--- src/source/pwmBusPkg.sv ---
package pwmBusPkg;

    // Wishbone classic bus widths
    localparam int wbAdrW = 3;
    localparam int wbDatW = 32;

    // word address on the bus
    typedef logic [wbAdrW-1:0] wbAdrT;

    // data word on the bus
    typedef logic [wbDatW-1:0] wbDatT;

    // master to slave
    typedef struct packed {
        logic  cyc;
        logic  stb;
        logic  we;
        wbAdrT adr;
        wbDatT datW;
    } wbReqT;

    // slave to master
    typedef struct packed {
        logic  ack;
        wbDatT datR;
    } wbRspT;

endpackage

--- src/source/pwmCfgPkg.sv ---
package pwmCfgPkg;

    // widths of the generator quantities
    localparam int periodW  = 12;
    localparam int posW     = 16;
    localparam int regAddrW = 3;

    // period or pulse length in clock cycles
    typedef logic [periodW-1:0] periodT;

    // accumulated position, remainder or lost value
    typedef logic [posW-1:0] posT;

    // register word address
    typedef logic [regAddrW-1:0] regAddrT;

    // register map
    localparam regAddrT addrPeriod   = regAddrT'(0);
    localparam regAddrT addrMinPulse = regAddrT'(1);
    localparam regAddrT addrControl  = regAddrT'(2);
    // read only, writes are dropped
    localparam regAddrT addrLost     = regAddrT'(3);

    // enable position inside the control word
    localparam int ctrlEnableBit = 0;

    // 511 cycles at 10 MHz is about 51 us, 32 cycles covers the driver edges
    localparam periodT periodReset   = periodT'(511);
    localparam periodT minPulseReset = periodT'(32);

    typedef enum logic {
        idle,
        running
    } runStateT;

    typedef struct packed {
        periodT periodLen;
        periodT minPulse;
        logic   enable;
    } genCfgT;

    // one entry per cycle from the pulse engine to the loss tracker
    typedef struct packed {
        logic reload;
        posT  demand;
        logic pulseOn;
    } execEvtT;

endpackage
--- src/source/pwmTop.sv ---
`timescale 1ns/1ps

module pwmTop import pwmCfgPkg::*, pwmBusPkg::*; (
    input  logic  clk,
    input  logic  rst,
    input  wbReqT wbReq,
    output wbRspT wbRsp,
    input  posT   pulseDemand,
    input  logic  stepEnd,
    output logic  pwm
);

    genCfgT  cfg;
    execEvtT evt;
    posT     lost;

    // bus slave and configuration registers
    pwmRegDecode regDecode0 (
        .clk   (clk),
        .rst   (rst),
        .wbReq (wbReq),
        .wbRsp (wbRsp),
        .lost  (lost),
        .cfg   (cfg)
    );

    // period, remainder and pulse counters
    pwmPulseExecute pulseExecute0 (
        .clk         (clk),
        .rst         (rst),
        .cfg         (cfg),
        .pulseDemand (pulseDemand),
        .evt         (evt),
        .pwm         (pwm)
    );

    // wanted versus delivered per commutation step
    pwmLossResult lossResult0 (
        .clk     (clk),
        .rst     (rst),
        .evt     (evt),
        .enable  (cfg.enable),
        .stepEnd (stepEnd),
        .lost    (lost)
    );

endmodule

--- src/source/pwmLossResult.sv ---
`timescale 1ns/1ps

module pwmLossResult import pwmCfgPkg::*; (
    input  logic    clk,
    input  logic    rst,
    input  execEvtT evt,
    input  logic    enable,
    input  logic    stepEnd,
    output posT     lost
);

    posT wantTotal;
    posT realTotal;
    posT wantAdd;
    posT realAdd;

    // what this cycle contributes to each total
    assign wantAdd = evt.reload ? evt.demand : '0;
    assign realAdd = evt.pulseOn ? posT'(1) : '0;

    always_ff @(posedge clk) begin
        if (rst || !enable) begin
            wantTotal <= '0;
            realTotal <= '0;
        end else if (stepEnd) begin
            // events on the boundary cycle belong to the new step
            wantTotal <= wantAdd;
            realTotal <= realAdd;
        end else begin
            wantTotal <= wantTotal + wantAdd;
            realTotal <= realTotal + realAdd;
        end
    end

    // demand not yet delivered when the step closes
    always_ff @(posedge clk) begin
        if (rst || !enable) begin
            lost <= '0;
        end else if (stepEnd) begin
            lost <= wantTotal - realTotal;
        end
    end

endmodule

--- src/source/pwmPulseExecute.sv ---
`timescale 1ns/1ps

module pwmPulseExecute import pwmCfgPkg::*; (
    input  logic    clk,
    input  logic    rst,
    input  genCfgT  cfg,
    input  posT     pulseDemand,
    output execEvtT evt,
    output logic    pwm
);

    runStateT      state;
    periodT        periodCnt;
    periodT        pulseCnt;
    posT           remainder;
    logic          clear;
    logic          reload;
    logic [posW:0] sumWide;
    posT           sum;
    posT           pulseLen;
    logic          pulseStart;

    // disable behaves like reset for every counter
    assign clear = rst || !cfg.enable;

    // last cycle of the period
    assign reload = (state == running) && (periodCnt == periodT'(1));

    // carried remainder plus the new demand, saturated
    assign sumWide = {1'b0, remainder} + {1'b0, pulseDemand};
    assign sum     = sumWide[posW] ? '1 : sumWide[posW-1:0];

    // too short a pulse would not switch the power stage cleanly
    assign pulseStart = (sum >= posT'(cfg.minPulse));

    // a pulse never runs past the period, the excess is carried
    assign pulseLen = (sum > posT'(cfg.periodLen)) ? posT'(cfg.periodLen) : sum;

    always_ff @(posedge clk) begin
        if (clear) begin
            state     <= idle;
            periodCnt <= '0;
        end else begin
            case (state)
                idle: begin
                    periodCnt <= cfg.periodLen;
                    state     <= running;
                end
                running: begin
                    if (reload) begin
                        periodCnt <= cfg.periodLen;
                    end else begin
                        periodCnt <= periodCnt - periodT'(1);
                    end
                end
                default: begin
                    state <= idle;
                end
            endcase
        end
    end

    always_ff @(posedge clk) begin
        if (clear) begin
            remainder <= '0;
        end else if (reload) begin
            if (pulseStart) begin
                remainder <= sum - pulseLen;
            end else begin
                remainder <= sum;
            end
        end
    end

    // pulse counter, pwm is high while it is nonzero
    always_ff @(posedge clk) begin
        if (clear) begin
            pulseCnt <= '0;
        end else if (reload && pulseStart) begin
            pulseCnt <= periodT'(pulseLen);
        end else if (pulseCnt != '0) begin
            pulseCnt <= pulseCnt - periodT'(1);
        end
    end

    assign pwm = (pulseCnt != '0);

    assign evt.reload  = reload;
    assign evt.demand  = pulseDemand;
    assign evt.pulseOn = pwm;

endmodule

--- src/source/pwmRegDecode.sv ---
`timescale 1ns/1ps

module pwmRegDecode import pwmCfgPkg::*, pwmBusPkg::*; (
    input  logic   clk,
    input  logic   rst,
    input  wbReqT  wbReq,
    output wbRspT  wbRsp,
    input  posT    lost,
    output genCfgT cfg
);

    logic    request;
    logic    accept;
    logic    ack;
    regAddrT addr;
    wbDatT   readMux;
    wbDatT   readData;
    periodT  periodReg;
    periodT  minPulseReg;
    logic    enableReg;

    assign request = wbReq.cyc && wbReq.stb;
    assign addr    = wbReq.adr;

    // a request is taken only when it is not the one being acknowledged
    assign accept = request && !ack;

    always_ff @(posedge clk) begin
        if (rst) begin
            ack <= 1'b0;
        end else begin
            ack <= accept;
        end
    end

    // register writes land on the edge that raises ack
    always_ff @(posedge clk) begin
        if (rst) begin
            periodReg   <= periodReset;
            minPulseReg <= minPulseReset;
            enableReg   <= 1'b0;
        end else if (accept && wbReq.we) begin
            case (addr)
                addrPeriod: begin
                    periodReg <= wbReq.datW[periodW-1:0];
                end
                addrMinPulse: begin
                    minPulseReg <= wbReq.datW[periodW-1:0];
                end
                addrControl: begin
                    enableReg <= wbReq.datW[ctrlEnableBit];
                end
                // lost and unmapped words ignore writes
                default: begin
                end
            endcase
        end
    end

    always_comb begin
        readMux = '0;
        case (addr)
            addrPeriod: begin
                readMux = wbDatT'(periodReg);
            end
            addrMinPulse: begin
                readMux = wbDatT'(minPulseReg);
            end
            addrControl: begin
                readMux[ctrlEnableBit] = enableReg;
            end
            addrLost: begin
                readMux = wbDatT'(lost);
            end
            default: begin
                readMux = '0;
            end
        endcase
    end

    // read data is captured together with ack and held while it is high
    always_ff @(posedge clk) begin
        if (accept) begin
            readData <= readMux;
        end
    end

    assign wbRsp.ack  = ack;
    assign wbRsp.datR = readData;

    assign cfg.periodLen = periodReg;
    assign cfg.minPulse  = minPulseReg;
    assign cfg.enable    = enableReg;

endmodule

--- config.mk ---
export PLATFORM = sky130hd
export DESIGN_NAME = pwmTop
export DESIGN_NICKNAME = d
export VERILOG_FILES = /design/src/source/pwmBusPkg.sv /design/src/source/pwmCfgPkg.sv /design/src/source/pwmTop.sv /design/src/source/pwmLossResult.sv /design/src/source/pwmPulseExecute.sv /design/src/source/pwmRegDecode.sv
export SDC_FILE = /design/constraint.sdc
export NUM_CORES = 1
export LEC_CHECK = 0
export BUFFER_PORTS_ARGS = -buffer_cell sky130_fd_sc_hd__buf_2
export CORE_AREA = 4 4 124 126
export CTS_CLUSTER_DIAMETER = 120
export DETAILED_ROUTE_END_ITERATION = 12
export DIE_AREA = 0 0 128 130
export GPL_ROUTABILITY_DRIVEN = 0
export GPL_TIMING_DRIVEN = 1
export PLACE_DENSITY_LB_ADDON = 0.05
export SETUP_SLACK_MARGIN = 0.3
export SYNTH_ARGS = -nofsm -noshare
export SYNTH_HDL_FRONTEND = slang
export SYNTH_SLANG_ARGS = --single-unit
--- constraint.sdc ---
create_clock -name clk -period 13.15 [get_ports clk]
set_input_delay 0.6575 -clock clk [delete_from_list [all_inputs] [get_ports clk]]
set_output_delay 0.6575 -clock clk [all_outputs]
set_load 0.005 [all_outputs]
# Word level (Yosys, flattened, before mapping)
# Cells that the tools add are included.
[op_classes] eq_ne=4 add_sub_neg=7 n_lt_le_gt_ge=2 bitwise=1 reduce_logical=14 n_mux=14
[ops] op="two-way mux 16 bit" n=6
[ops] op="case mux 15 bit (3 select lines)" n=1
[ops] op="two-way mux 12 bit" n=3
[ops] op="adder 16 bit" n=2
[ops] op="subtractor 16 bit" n=2
[ops] op="case mux 12 bit (2 select lines)" n=1
[ops] op="subtractor 12 x 1 -> 12 bit, second input constant" n=2
[ops] op="adder 16 x 16 -> 17 bit" n=1
[ops] op=">= comparator 16 x 12 -> 1 bit" n=1
[ops] op="greater-than comparator 16 x 12 -> 1 bit" n=1
[ops] op="equality test 12 x 1 -> 1 bit, second input constant" n=1
[ops] op="nonzero test 12 bit" n=1
[ops] op="equality test 3 x 2 -> 1 bit, second input constant" n=2
[ops] op="AND reduction 2 bit" n=3
[ops] op="logical AND 1 bit" n=5
[ops] op="case mux 1 bit (4 select lines)" n=1
[ops] op="equality test 3 x 1 -> 1 bit, second input constant" n=1
[ops] op="logical NOT 3 bit" n=1
[ops] op="logical NOT 1 bit" n=2
[ops] op="two-way mux 1 bit" n=2
[ops] op="nonzero test 2 bit" n=1
[ops] op="logical OR 1 bit" n=1
[ops] op="inverter 1 bit" n=1
[word_totals] output_inout_bits=34 reg_bits=147 word_cells=54 input_bits=57

# Depth between registers and ports, before layout
[depth] depth_word=6 mapped_depth=28 depth_no_buf=28

# Hierarchy
# From an unflattened synthesis, not the netlist that was laid out.
[unflattened] hier_cells=1167 hier_area_um2=9821.9
[modules_own_cells] module="pwmPulseExecute" area_each_um2=4386.7 cells_each=552 seq_area_each_um2=820.8 n_inst=1
[modules_own_cells] module="pwmLossResult" area_each_um2=3328.2 cells_each=410 seq_area_each_um2=960.9 n_inst=1
[modules_own_cells] module="pwmRegDecode" area_each_um2=2107.0 cells_each=205 seq_area_each_um2=1001.0 n_inst=1

# Least setup slack after synthesis
# Ideal clock, no wire load.
[synth_timing] path_type="input to register" startpoint="in pulseDemand[0]" endpoint="reg pulseExecute0.remainder[14]" path_buffers=1 arrival_ps=6680 slack_ps=6391 required_ps=13071 setup_ps=79 stages=26 path_cell_list="ha_1 > fa_1 > a211oi_1 > o21ai_1 > a31oi_4 > nor2_1 > nor2_1 > o21ai_0 > ha_1 > a21oi_1 > a21oi_1 > a2111oi_0 > nor2_1 > o21ai_0 > nor4b_2 > buf_4 > mux2i_1 > ha_1 > nor2b_1 > o31a_1 > o311ai_0 > a21oi_1 > a41oi_1 > nand4_1 > or4_1 > o211ai_1"
[synth_via] elab_chain_len=6 word_cells_on_any_way=7 cone_classes="2 x add/sub; 2 x order compare; 3 x mux"
[synth_lines] item="start: declaration" line_no="pwmTop.sv:8" source="input posT pulseDemand,"
[synth_lines] item="adder 16 x 16 -> 17 bit (*)" line_no="pwmPulseExecute.sv:30" source="assign sumWide = {1'b0, remainder} + {1'b0, pulseDemand};"
[synth_lines] item="two-way mux 16 bit (*)" line_no="pwmPulseExecute.sv:31" source="assign sum = sumWide[posW] ? '1 : sumWide[posW-1:0];"
[synth_lines] item="greater-than comparator 16 x 12 -> 1 bit" line_no="pwmPulseExecute.sv:37" source="assign pulseLen = (sum > posT'(cfg.periodLen)) ? posT'(cfg.periodLen) : sum;"
[synth_lines] item="two-way mux 16 bit" line_no="pwmPulseExecute.sv:37"
[synth_lines] item="subtractor 16 bit" line_no="pwmPulseExecute.sv:68" source="remainder <= sum - pulseLen;"
[synth_lines] item="two-way mux 16 bit (*)" line_no="pwmPulseExecute.sv:67" source="if (pulseStart) begin"
[synth_lines] item="end signal: assignment" line_no="pwmPulseExecute.sv:68"
[synth_lines] item="end signal: assignment" line_no="pwmPulseExecute.sv:70" source="remainder <= sum;"
[synth_lines] item="end: declaration" line_no="pwmPulseExecute.sv:15" source="posT remainder;"
# Every way passes the cells marked *; elsewhere a longest branch is shown, timed or not.
# A chain may end at the register's enable or synchronous reset.

# Final worst setup path
# Same ends and word-level chain as after synthesis.

==> results <==
- The flow ran to the end, and the final reports show no timing, DRC or antenna violations.
- The post-detailed-route count of antenna-violating nets is 0.
- The reg-to-reg critical path startpoint is pulseExecute0.remainder[0]$_SDFFE_PN0P_.
- In this run the static leakage power is 4.27 nW.
- The capture instance of the worst register-to-register path is pulseExecute0.remainder[14]$_SDFFE_PN0P_.
- The path depth of the worst reg2reg path is 28.
- For this run, the register share of the synthesized area comes to 30.5%.
- The element type at the critical path end is a flop.
- The CTS tree is built.
- Of all nets on the critical path, the largest fanout is 12.
- The worst slew margin relative to its limit is 46.8%.
- The share of synthesized flip-flops with an asynchronous set or reset is 0%.
- The insertion delay to the later sink of the worst-skew pair is 0.42 ns.
- Once placement finished, the instance area stood at 9460 um^2.
- The total overflow left after global routing is 0.
- Using the TritonRoute via totals, the vias-per-cell ratio works out to 5.95.
- The largest single stage delay on the critical path is 0.50 ns.
- Across the run, the number of max-cap violations was 0.
- The commonest non-fill, non-tap cell in the layout is nor2_1.
- In this run, post-CTS hold repair placed 0 buffers.
- The count of buffers inserted at the top-level ports is 54.
- In this run the register-to-register setup slack is 5.64 ns.
- The root buffer selected by CTS is clkbuf_16.
- The number of library cell types mapped by synthesis is 74.
- The startpoint of the most critical setup path is pulseDemand[0].
- At the pin with the least slew margin, the transition time is 0.792 ns.
- The max-slew violation total from the final report was 0.
- Synthesis produced a netlist whose cell count is 1101.
- Yosys printed 0 warnings.
- Data on the critical path arrives at its endpoint at 7.92 ns.
- The final critical path takes up 57.6% of the cycle.
- The level count of the clock H-tree is 4.
- The register clock-pin slew on the reported worst setup and hold paths is 0.06 ns.
- The area of the die is 16600 um^2.
- Global routing used 27.2% of the available tracks across all layers.
- The number of global-route vias before repair was 7449.
- Static timing analysis puts the maximum clock frequency at 132 MHz.
- The clock passes through at most 2 buffers.
- The sort of element at the start of the critical path is an input pin.
- The first global-routing pass estimated 36.1 mm of wire.
- In the layout the commonest cells are nor2_1 (143), dfxtp_1 (115), ha_1 (87).
- The antenna diode count is 0.
- In the final layout, the share of cells above drive strength 1 is 10.4%.
- After routing the design area is 10000 um^2.
- Overall power consumption after layout is estimated at 0.957 mW.
- The maximum number of pins on one net before global-route repair is 48.
- The worst endpoint required time is 13.50 ns.
- After layout, the minimum clock period comes to 7.57 ns.
- The tightest min-delay check is of the input pin to flop type.
- 91 I/O pins were placed.
- The worst-case IR drop observed on VDD is 87.9 uV.
- Compared with the post-synthesis result, the final layout area differs by 10.0%.
- The number of vias in the routed layout is 7951.
- In this run the post-CTS setup repair buffer count came out at 0.
- In the routed design, unresolved DRC markers number 0.
- The number of violations reported at the end of detailed-routing iteration 0 is 619.
- The final routed wirelength across all metal layers is 22.2 mm.
- After the last flow step, the layout net total stands at 1287.
- Dividing total power by cell area gives a power density of 95.3 nW/um^2.
- Counting the buffers created by CTS gives 17.
- The initial antenna violation count is 0.
- Detailed placement finished with a half-perimeter wire length of 16.5 mm.
- The last element of the critical path is pulseExecute0.remainder[14]$_SDFFE_PN0P_.
- After floorplanning, the core was sized to cover 14300 um^2.
- The horizontal extent of the die is 128 um.
- Between clock sinks in the finished design, the worst skew comes to 0.00911 ns.
- Synthesis inferred 131 register bits.
- The worst hold slack across all endpoints is 0.450 ns.
- The final number of hold-violating endpoints is 0.
- By startpoint and endpoint, the worst setup path is classified as input pin to flop.
- The top flip-flop cell by instance count after synthesis is dfxtp_1.
- Summing every instance area after synthesis gives 9130 um^2.
- The sink count of the clock tree is 131.
- The post-synthesis area per instance is 8.30 um^2.
- Setup repair after global routing left no endpoint under its margin.
- Setup violations remaining at the end of the flow were counted as 0.
- The initial standard-cell utilization of the core is 63.8%.
- The end-of-flow core utilization is 70.2%.
- The first-pass iteration count of the detailed router is 7.
- Once the clock tree was built, the resizer swapped 0 gates to a different size.
- Adding up every negative setup slack in the final design gives 0 ns.
- The synthesized design contains 16 enable-type register cells.
- The routed wirelength normalized by instance count is 16.6 um.
- The die is 130 um tall.
- The slowest cell on the critical path is o311ai_0.
- The count of standard-cell rows is 44.
==> cell families after synthesis <==
group / Yosys count / synth area share, %
DFF: 131 / 30.5
muxes: 49 / 5.59
AOI/OAI and AO/OA: 264 / 19.0
other: 1 / 0.0411
adders and majority gates: 91 / 12.8
buffers and inverters: 122 / 6.08
xor gates and xnor gates: 65 / 6.23
and+or+nand+nor: 378 / 19.8
==> Yosys cell counts (3+ instances only) <==
master / n / area (um^2)
inv_1: 60 / 225
a211o_1: 13 / 114
and2_1: 24 / 150
nor2_1: 143 / 537
xor2_1: 20 / 175
o31a_1: 3 / 26.3
buf_4: 19 / 143
o22ai_1: 5 / 31.3
nor3b_1: 3 / 22.5
buf_1: 3 / 11.3
a21o_1: 9 / 67.6
a2111oi_0: 3 / 26.3
nand4_1: 12 / 75.1
nand3b_1: 4 / 30.0
mux2i_1: 45 / 450
or4_1: 6 / 45.0
o21a_1: 10 / 75.1
fa_1: 4 / 80.1
a311oi_1: 7 / 61.3
a21oi_1: 71 / 355
nor4_1: 7 / 43.8
clkbuf_1: 32 / 120
edfxtp_1: 16 / 480
nand3_1: 23 / 115
or3_1: 7 / 43.8
buf_6: 3 / 33.8
nand2b_1: 9 / 56.3
o211ai_1: 6 / 45.0
a211oi_1: 25 / 188
and3_1: 10 / 62.6
xnor2_1: 45 / 394
a22oi_1: 12 / 90.1
o31ai_1: 7 / 52.6
nor3_1: 25 / 125
buf_2: 3 / 15.0
ha_1: 87 / 1090
o21ai_0: 59 / 295
nor2b_1: 14 / 87.6
or2_2: 7 / 43.8
dfxtp_1: 115 / 2300
nand2_1: 76 / 285
a31oi_1: 6 / 37.5
o21bai_1: 3 / 22.5
==> registers in the layout, indices dropped and copies added, names as in the netlist <==
signal / count
lossResult0.lost: 16
lossResult0.realTotal: 16
lossResult0.wantTotal: 16
pulseExecute0.remainder: 16
regDecode0.readData: 16
pulseExecute0.periodCnt: 12
pulseExecute0.pulseCnt: 12
regDecode0.minPulseReg: 12
regDecode0.periodReg: 12
pulseExecute0.state: 1
regDecode0.ack: 1
regDecode0.enableReg: 1
==> metal layers <==
| layer | vias to the layer above | global-route usage (%) | wire, um | share of wire [%] |
|---|---|---|---|---|
| met5 | - | 0 | 0 | 0 |
| met4 | 0 | 8.99 | 485 | 2.2 |
| met3 | 40 | 5.49 | 1270 | 5.7 |
| met2 | 199 | 45.9 | 10500 | 47 |
| met1 | 3727 | 35.1 | 9930 | 45 |
| li1 | 3985 | - | - | - |
==> report_power, final <==
group / internal (mW) / switching, mW / total (mW)
clock network: 0.287 / 0.190 / 0.476
registers: 0.408 / 0.00157 / 0.409
logic: 0.0284 / 0.0434 / 0.0718
total: 0.723 / 0.235 / 0.957
==> critical path, delay by kind of cell <==
family,cells,cell delay [ns]
multiplexers,1,0.30
AO/OA/AOI/OAI,13,3.25
adder cells (fa/ha/maj),5,1.43
buffers and inverters,3,0.60
AND/OR/NAND/NOR,7,1.66
==> area by class of cell <==
| class | count | area [um^2] |
|---|---|---|
| sequential | 131 | 2780 |
| multi-input combinational | 863 | 5860 |
| inverter | 62 | 233 |
| clock buffer | 18 | 439 |
| clock inverter | 14 | 153 |
| timing repair buffer | 64 | 345 |
| fill | 1203 | 4270 |
| tap | 184 | 230 |
==> stage by stage <==
stage | setup slack (ns) | std cells
floorplan | 6.39 | 1116
global placement | 5.25 | 1304
detailed placement | 5.27 | 1304
CTS | 5.66 | 1336
global route | 4.80 | 1336
finish | 5.58 | 1336
==> worst min path at each step <==
| stage | startpoint | end | slack (ns) | cells past startpoint |
|---|---|---|---|---|
| finish | wbReq[6] | regDecode0.periodReg[6]$_SDFFE_PP1P_ | 0.45 | 2 |
| global route | wbReq[5] | regDecode0.periodReg[5]$_SDFFE_PP1P_ | 0.46 | 2 |
| CTS | wbReq[6] | regDecode0.periodReg[6]$_SDFFE_PP1P_ | 0.44 | 2 |
| detailed placement | lossResult0.lost[13]$_SDFFE_PN0P_ | lossResult0.lost[13]$_SDFFE_PN0P_ | 0.44 | 2 |
| global placement | regDecode0.ack$_SDFF_PP0_ | regDecode0.ack$_SDFF_PP0_ | 0.44 | 1 |
| floorplan | lossResult0.lost[13]$_SDFFE_PN0P_ | lossResult0.lost[13]$_SDFFE_PN0P_ | 0.42 | 2 |
Power figures use the tool's default switching activity.
